[src/design/axi4s_err_pkg.sv]
//----------------------------------------------------------------------------
// shared types and constants for the error-packet filter
// covers the stream beat layout, the register port and its address map
//----------------------------------------------------------------------------

`default_nettype none

package axi4s_err_pkg;

   //-------------------------------------------------------------------------
   // stream geometry
   //-------------------------------------------------------------------------

   // bytes carried by one beat, so tdata is eight times this wide
   localparam int data_bytes = 8;
   localparam int tid_bits   = 4;
   localparam int tdest_bits = 4;

   //-------------------------------------------------------------------------
   // statistics and register port
   //-------------------------------------------------------------------------

   // every counter wraps at this width
   localparam int cnt_bits  = 32;
   localparam int addr_bits = 4;

   // register map, one counter per 32-bit word
   localparam logic [addr_bits-1:0] reg_addr_pkts  = 4'd0;
   localparam logic [addr_bits-1:0] reg_addr_bytes = 4'd4;
   localparam logic [addr_bits-1:0] reg_addr_clear = 4'd8;

   // one stream beat
   // tuser is the error flag and only counts on the first beat of a packet
   typedef struct packed {
      logic [data_bytes*8-1:0] tdata;
      logic [data_bytes-1:0]   tkeep;
      logic [tid_bits-1:0]     tid;
      logic [tdest_bits-1:0]   tdest;
      logic                    tlast;
      logic                    tuser;
   } axis_beat_t;

   // a request lives for exactly one cycle while valid is high
   typedef struct packed {
      logic                 valid;
      logic                 write;
      logic [addr_bits-1:0] addr;
   } reg_req_t;

   // the response arrives one cycle after its request
   typedef struct packed {
      logic                valid;
      logic [cnt_bits-1:0] rdata;
   } reg_rsp_t;

endpackage

`default_nettype wire
[src/design/axi4s_err_filter_top.sv]
//----------------------------------------------------------------------------
// error-packet filter with statistics
// the stream path has zero latency and the counters sit behind a register port
//----------------------------------------------------------------------------

`default_nettype none

module axi4s_err_filter_top
   import axi4s_err_pkg::*;
(
   input  logic       axi4s_in_if,
   input  logic       arst_n,
   input  logic       in_valid,
   input  axis_beat_t in_beat,
   output logic       in_ready,
   output logic       out_valid,
   output axis_beat_t out_beat,
   input  logic       out_ready,
   input  reg_req_t   reg_req,
   output reg_rsp_t   reg_rsp
);

   // every transfer with tuser rewritten as the drop mark
   logic                probe_valid;
   axis_beat_t          probe_beat;
   logic                clear;
   logic [cnt_bits-1:0] pkt_count;
   logic [cnt_bits-1:0] byte_count;

   axi4s_pkt_discard_err i_axi4s_pkt_discard_err (
      .axi4s_in_if (axi4s_in_if),
      .arst_n      (arst_n),
      .in_valid    (in_valid),
      .in_beat     (in_beat),
      .in_ready    (in_ready),
      .out_valid   (out_valid),
      .out_beat    (out_beat),
      .out_ready   (out_ready),
      .probe_valid (probe_valid),
      .probe_beat  (probe_beat)
   );

   axi4s_err_probe i_axi4s_err_probe (
      .axi4s_in_if (axi4s_in_if),
      .arst_n      (arst_n),
      .probe_valid (probe_valid),
      .probe_beat  (probe_beat),
      .clear       (clear),
      .pkt_count   (pkt_count),
      .byte_count  (byte_count)
   );

   axi4s_err_regs i_axi4s_err_regs (
      .axi4s_in_if (axi4s_in_if),
      .arst_n      (arst_n),
      .reg_req     (reg_req),
      .reg_rsp     (reg_rsp),
      .pkt_count   (pkt_count),
      .byte_count  (byte_count),
      .clear       (clear)
   );

endmodule

`default_nettype wire

[src/design/axi4s_err_regs.sv]
//----------------------------------------------------------------------------
// register port for the error statistics
// one-beat requests, each answered exactly one cycle later
//----------------------------------------------------------------------------

`default_nettype none

module axi4s_err_regs
   import axi4s_err_pkg::*;
(
   input  logic                axi4s_in_if,
   input  logic                arst_n,
   input  reg_req_t            reg_req,
   output reg_rsp_t            reg_rsp,
   input  logic [cnt_bits-1:0] pkt_count,
   input  logic [cnt_bits-1:0] byte_count,
   output logic                clear
);

   logic                rsp_valid;
   logic [cnt_bits-1:0] rsp_rdata;
   // read data picked for the current request
   logic [cnt_bits-1:0] rd_sel;

   // writes and unknown addresses read back as zero
   always_comb begin
      rd_sel = '0;
      if (reg_req.valid && !reg_req.write) begin
         case (reg_req.addr)
            reg_addr_pkts:  rd_sel = pkt_count;
            reg_addr_bytes: rd_sel = byte_count;
            default:        rd_sel = '0;
         endcase
      end
   end

   //-------------------------------------------------------------------------
   // response and clear pulse
   //-------------------------------------------------------------------------

   // valid and clear are both one-cycle pulses
   // the counters read zero from the cycle after clear
   always_ff @(posedge axi4s_in_if or negedge arst_n) begin
      if (!arst_n) begin
         rsp_valid <= 1'b0;
         clear     <= 1'b0;
      end else begin
         rsp_valid <= reg_req.valid;
         clear     <= reg_req.valid && reg_req.write && (reg_req.addr == reg_addr_clear);
      end
   end

   // only meaningful while rsp_valid is high
   always_ff @(posedge axi4s_in_if) begin
      rsp_rdata <= rd_sel;
   end

   assign reg_rsp.valid = rsp_valid;
   assign reg_rsp.rdata = rsp_rdata;

endmodule

`default_nettype wire

[src/design/axi4s_err_probe.sv]
//----------------------------------------------------------------------------
// statistics for discarded traffic
// counts dropped packets and dropped bytes, both cleared by a one-cycle pulse
//----------------------------------------------------------------------------

`default_nettype none

module axi4s_err_probe
   import axi4s_err_pkg::*;
(
   input  logic                axi4s_in_if,
   input  logic                arst_n,
   input  logic                probe_valid,
   input  axis_beat_t          probe_beat,
   input  logic                clear,
   output logic [cnt_bits-1:0] pkt_count,
   output logic [cnt_bits-1:0] byte_count
);

   // wide enough to hold data_bytes itself
   localparam int keep_cnt_bits = $clog2(data_bytes + 1);

   // a transfer that the discard block dropped
   logic                     drop_xfer;
   // valid bytes in the dropped beat
   logic [keep_cnt_bits-1:0] keep_cnt;

   // number of set bits in a tkeep mask
   function automatic logic [keep_cnt_bits-1:0] keep_popcount(
      input logic [data_bytes-1:0] keep
   );
      logic [keep_cnt_bits-1:0] sum;
      sum = '0;
      for (int i = 0; i < data_bytes; i++) begin
         sum = sum + keep_cnt_bits'(keep[i]);
      end
      return sum;
   endfunction

   // tuser on the probe path already means "this beat was dropped"
   assign drop_xfer = probe_valid && probe_beat.tuser;
   assign keep_cnt  = keep_popcount(probe_beat.tkeep);

   //-------------------------------------------------------------------------
   // packet counter
   //-------------------------------------------------------------------------

   // one packet per dropped tlast beat
   // clear wins over a count in the same cycle
   always_ff @(posedge axi4s_in_if or negedge arst_n) begin
      if (!arst_n) begin
         pkt_count <= '0;
      end else if (clear) begin
         pkt_count <= '0;
      end else if (drop_xfer && probe_beat.tlast) begin
         pkt_count <= pkt_count + 1'b1;
      end
   end

   //-------------------------------------------------------------------------
   // byte counter
   //-------------------------------------------------------------------------

   // every dropped beat adds its tkeep population count
   // the sum simply wraps at cnt_bits
   always_ff @(posedge axi4s_in_if or negedge arst_n) begin
      if (!arst_n) begin
         byte_count <= '0;
      end else if (clear) begin
         byte_count <= '0;
      end else if (drop_xfer) begin
         byte_count <= byte_count + cnt_bits'(keep_cnt);
      end
   end

endmodule

`default_nettype wire

[src/design/axi4s_pkt_discard_err.sv]
//----------------------------------------------------------------------------
// zero-latency stream pass-through that removes whole errored packets
// a packet is errored when its first beat has tuser set
//----------------------------------------------------------------------------

`default_nettype none

module axi4s_pkt_discard_err
   import axi4s_err_pkg::*;
(
   input  logic       axi4s_in_if,
   input  logic       arst_n,
   input  logic       in_valid,
   input  axis_beat_t in_beat,
   output logic       in_ready,
   output logic       out_valid,
   output axis_beat_t out_beat,
   input  logic       out_ready,
   output logic       probe_valid,
   output axis_beat_t probe_beat
);

   // a beat moves on this edge
   logic xfer;
   // high while the next beat to arrive is the first of a packet
   logic sop;
   // first beat of a packet that carries the error flag and transfers now
   logic err_sop;
   // holds the error state over the rest of an errored packet
   logic err_pkt;
   // the current beat belongs to an errored packet
   logic drop;

   // back-pressure goes straight through, even while beats are discarded
   assign in_ready = out_ready;
   assign xfer     = in_valid && in_ready;

   //-------------------------------------------------------------------------
   // packet boundary tracking
   //-------------------------------------------------------------------------

   // the beat after a tlast starts a new packet
   always_ff @(posedge axi4s_in_if or negedge arst_n) begin
      if (!arst_n) begin
         sop <= 1'b1;
      end else if (xfer) begin
         sop <= in_beat.tlast;
      end
   end

   assign err_sop = xfer && sop && in_beat.tuser;

   // a one-beat errored packet ends on the beat that flags it
   // so err_pkt only rises when that first beat has no tlast
   always_ff @(posedge axi4s_in_if or negedge arst_n) begin
      if (!arst_n) begin
         err_pkt <= 1'b0;
      end else if (err_pkt && xfer && in_beat.tlast) begin
         err_pkt <= 1'b0;
      end else if (err_sop && !in_beat.tlast) begin
         err_pkt <= 1'b1;
      end
   end

   // the drop decision does not look at ready
   // on a transfer it equals err_sop or err_pkt, and out_valid stays free of out_ready
   assign drop = (sop && in_beat.tuser) || err_pkt;

   //-------------------------------------------------------------------------
   // output and probe
   //-------------------------------------------------------------------------

   assign out_valid = in_valid && !drop;
   assign out_beat  = in_beat;

   // the probe sees every transfer, with tuser marking the dropped ones
   assign probe_valid = xfer;
   always_comb begin
      probe_beat       = in_beat;
      probe_beat.tuser = drop;
   end

endmodule

`default_nettype wire

[config.mk]
export PLATFORM = sky130hd
export DESIGN_NAME = axi4s_err_filter_top
export DESIGN_NICKNAME = d
export VERILOG_FILES = /design/src/design/axi4s_err_pkg.sv /design/src/design/axi4s_err_filter_top.sv /design/src/design/axi4s_err_regs.sv /design/src/design/axi4s_err_probe.sv /design/src/design/axi4s_pkt_discard_err.sv
export SDC_FILE = /design/constraint.sdc
export NUM_CORES = 1
export LEC_CHECK = 0
export BUFFER_PORTS_ARGS = -buffer_cell sky130_fd_sc_hd__buf_2
export CAP_MARGIN = 20
export CELL_PAD_IN_SITES_DETAIL_PLACEMENT = 0
export CELL_PAD_IN_SITES_GLOBAL_PLACEMENT = 1
export CORE_UTILIZATION = 36
export CTS_CLUSTER_SIZE = 8
export DETAILED_ROUTE_END_ITERATION = 7
export PLACE_DENSITY = 0.91
export SETUP_SLACK_MARGIN = 0.3
export SYNTH_ARGS = -nofsm -noshare
export SYNTH_HDL_FRONTEND = slang
export SYNTH_SLANG_ARGS = --single-unit
[constraint.sdc]
create_clock -name axi4s_in_if -period 2.9 [get_ports axi4s_in_if]
set_input_delay 0.58 -clock axi4s_in_if [delete_from_list [all_inputs] [get_ports axi4s_in_if]]
set_output_delay 0.58 -clock axi4s_in_if [all_outputs]
set_load 0.005 [all_outputs]
==> out/metrics.cfg <==
[synthesis]
syn_avg_cell_area_um2 = 9.23
muxShareOfSynthArea = 0.00559
synth-adder-area-share = 0.0373
synth_nets = 687
synth_top_family_by_area = simple AND/OR/NAND/NOR gates
synth_cell_type_count = 43
ys_seq_area_frac = 0.436
synth_compound_area_frac = 0.0955
yosys.area_share.simple = 0.204
synth-seq-cells = 100
synth-xor-area-share = 0.0717
synth_top_area_share = 0.312
synth_top_cell_by_area = dfrtp_1
syn_area_um2 = 5370
synthCells = 582
ys_warn_count = 0
synth_area_leaders = dfrtp_1 (31%), dfxtp_1 (12%), buf_4 (12%), nor2_1 (5.8%), xor2_1 (5.7%)

[sta]
period_needed_ns = 3.96
worst_pin_slew_ns = 0.826
fin_setup_tns_ns = -28.51
final.period_utilization = 1.36
slew_viol_final = 0
worst_slack_ns = -1.06
fin_worst_skew_ns = 0.00743
hold_ws_ns = 0.314
hold_viol_final = 0
finalSetupViolations = 31
max_freq_ghz = 0.253
rsz0062_at_grt = true
slew_headroom = 0.450

[finish]
antenna_cells = 0
area_growth_syn_to_layout_pct = 9.34
n_fill_cell = 1429
multi_input_area_um2 = 2370
drive_gt1_frac = 0.250
layout.area.seq_um2 = 2340
finalNetCount = 684
fin_util = 0.404

[worst_setup_path]
required_ns = 3.17
path_class = input port to register
startpoint_type = input port
cp_data_arrival_time_ns = 4.23
cp_max_fo = 7
cp-end-kind = register

[grt]
grt_pass1_vias = 4069
antenna_found_initial = 0
met1_usage = 0.209
met2_usage = 0.266
top_usage_layer = met2
grt.total_usage = 0.166
met3_usage = 0.0408
gr-total-overflow = 0
grt_max_degree = 65
grt_pass1_wl_um = 19600

[pwr]
p_seq_frac = 0.438
p_per_area_nw_per_um2 = 596
ir_worst_vdd_mv = 0.337
fin_total_pwr_mw = 3.50
switchingPower_mw = 0.994
power_frac_comb = 0.242
p_int_mw = 2.50
pwr-share-clk = 0.320
leakage_nw = 2.62
swShare = 0.284

[clock_tree]
clock_sinks = 100
clk_latency_ns = 0.35
cts_root_buf = clkbuf_16
clockBufferDepth = 2
htree_levels = 3
numCtsBuffers = 9
clk_pin_slew_ns = 0.07
cts_tree = built

[floorplan]
die_area_um2 = 15400
die_height_um = 124
start_util = 0.370
io_pins = 209
die_width_um = 124
core_area_um2 = 14500
fp-row-count = 44

[detailed_routing]
dr.pass1.iters = 5
wl_um = 12200
drc = 0
routedWlPerCell_um = 15.9
ant_nets = 0
drt_iter0_markers = 322
viasPerCell = 5.43
num_vias = 4172

[placed_design]
place.port_buffers = 64
post-place-ws_ns = -1.48
post-dp-hpwl_um = 8180
place_congestion = 0.868

[run_status]
violations = negative setup slack
status = finished with violations

[job]
maxCapViolations = 0

[min_path]
min-delay-path-class = input port to asynchronous set/reset pin

-- registers in the layout (all words and copies together) (netlist names) --
name                             count
i_axi4s_err_probe.byte_count        32
i_axi4s_err_regs.rsp_valid           1
i_axi4s_pkt_discard_err.sop          1
i_axi4s_err_regs.clear               1
i_axi4s_pkt_discard_err.err_pkt      1
i_axi4s_err_regs.rsp_rdata          32
i_axi4s_err_probe.pkt_count         32
-- metal layers --
layer | vias to the layer above | wire length [µm]
li1 | 1905 | -
met1 | 2067 | 5160
met2 | 162 | 5880
met3 | 38 | 902
met4 | 0 | 303
met5 | - | 0
-- worst paths after layout --
path,from,end,slack [ns],cells after the start
setup / recovery,in_beat[11],i_axi4s_err_probe.byte_count[20],-1.06,13
hold / removal,arst_n,i_axi4s_err_regs.rsp_valid,0.31,1
setup reg to reg,i_axi4s_err_probe.pkt_count[2],i_axi4s_err_probe.pkt_count[18],0.71,5
hold reg to reg,i_axi4s_pkt_discard_err.sop,i_axi4s_pkt_discard_err.sop,0.48,2
max in group asynchronous,arst_n,i_axi4s_err_probe.pkt_count[24],1.82,2
min in group axi4s_in_if,reg_req[5],i_axi4s_err_regs.rsp_valid,0.36,1
-- cells by family after synthesis --
logic type	after synthesis
buffers and inverters	128
muxes	3
AOI/OAI and AO/OA	80
and+or+nand+nor	214
DFF	100
xor gates and xnor gates	44
adders and majority gates	13
-- synth_stat cells, drive strengths merged --
cell	instances
xor2	35
a211oi	2
nand2	25
mux2i	3
o21bai	1
o31ai	3
nand4b	1
or4	3
ha	8
o21a	2
inv	20
a21oi	22
fa	5
and4	4
a21o	2
nor4	3
nor2	83
nand2b	2
dfstp	1
clkbuf	18
and3	18
dfxtp	32
a22oi	32
xnor2	9
nor3	8
a31o	1
buf	90
o21ai	15
nor2b	1
nor4b	1
nand4	29
and2	3
dfrtp	67
nand3	20
or3	13
-- power groups by stage --
stage / Combinational (mW) / Sequential [mW] / Clock [mW]
after floorplan: 0.516 / 1.53 / 0
after global placement: 0.595 / 1.55 / 0
after detailed placement: 0.615 / 1.55 / 0
after CTS: 0.762 / 1.53 / 1.14
after global routing: 0.926 / 1.54 / 1.19
final: 0.848 / 1.53 / 1.12
-- cells in the final DEF (no fill, tap or decap), types with 17 or more instances in the layout --
cell type,Yosys,routed
buf_2,6,62
a21oi_1,21,18
nand4_1,28,28
nand2_1,25,22
dfrtp_1,67,67
a22oi_1,32,32
nor2_1,83,83
buf_4,84,24
inv_1,20,17
dfxtp_1,32,32
xor2_1,35,35
-- stage by stage --
step	cells	instance area (µm²)
2_1_floorplan	582	5430
3_3_place_gp	742	5410
5_1_grt	768	5870
4_1_cts	764	5810
3_5_place_dp	742	5410
6_report	768	5870
-- worst max-delay path, stage by stage --
cell      delay [ns]
buf_6           0.10
ha_4            0.25
inv_2           0.03
fa_1            0.50
fa_1            0.43
fa_2            0.38
fa_2            0.46
fa_2            0.38
nand2b_4        0.15
a21oi_4         0.15
nand4b_1        0.25
or3_1           0.40
a21oi_1         0.17
-- cell type report --
type,instances,share of cell area
clock buffer,12,0.0420
inverter,20,0.0132
clock inverter,4,0.00426
tap,184,0.0392
multi-input combinational,354,0.403
sequential,100,0.399
timing repair buffer,94,0.0988
-- repair_timing --
item	4_1_cts	5_1_grt
setup endpoints to repair	32	32
hold buffers	0	0
endpoints found under the hold margin	0	0
resized for setup	20	8
setup buffers	6	4
gates cloned	0	0
pin swaps	25	13
Note: power is estimated with default switching activity, not from simulation.
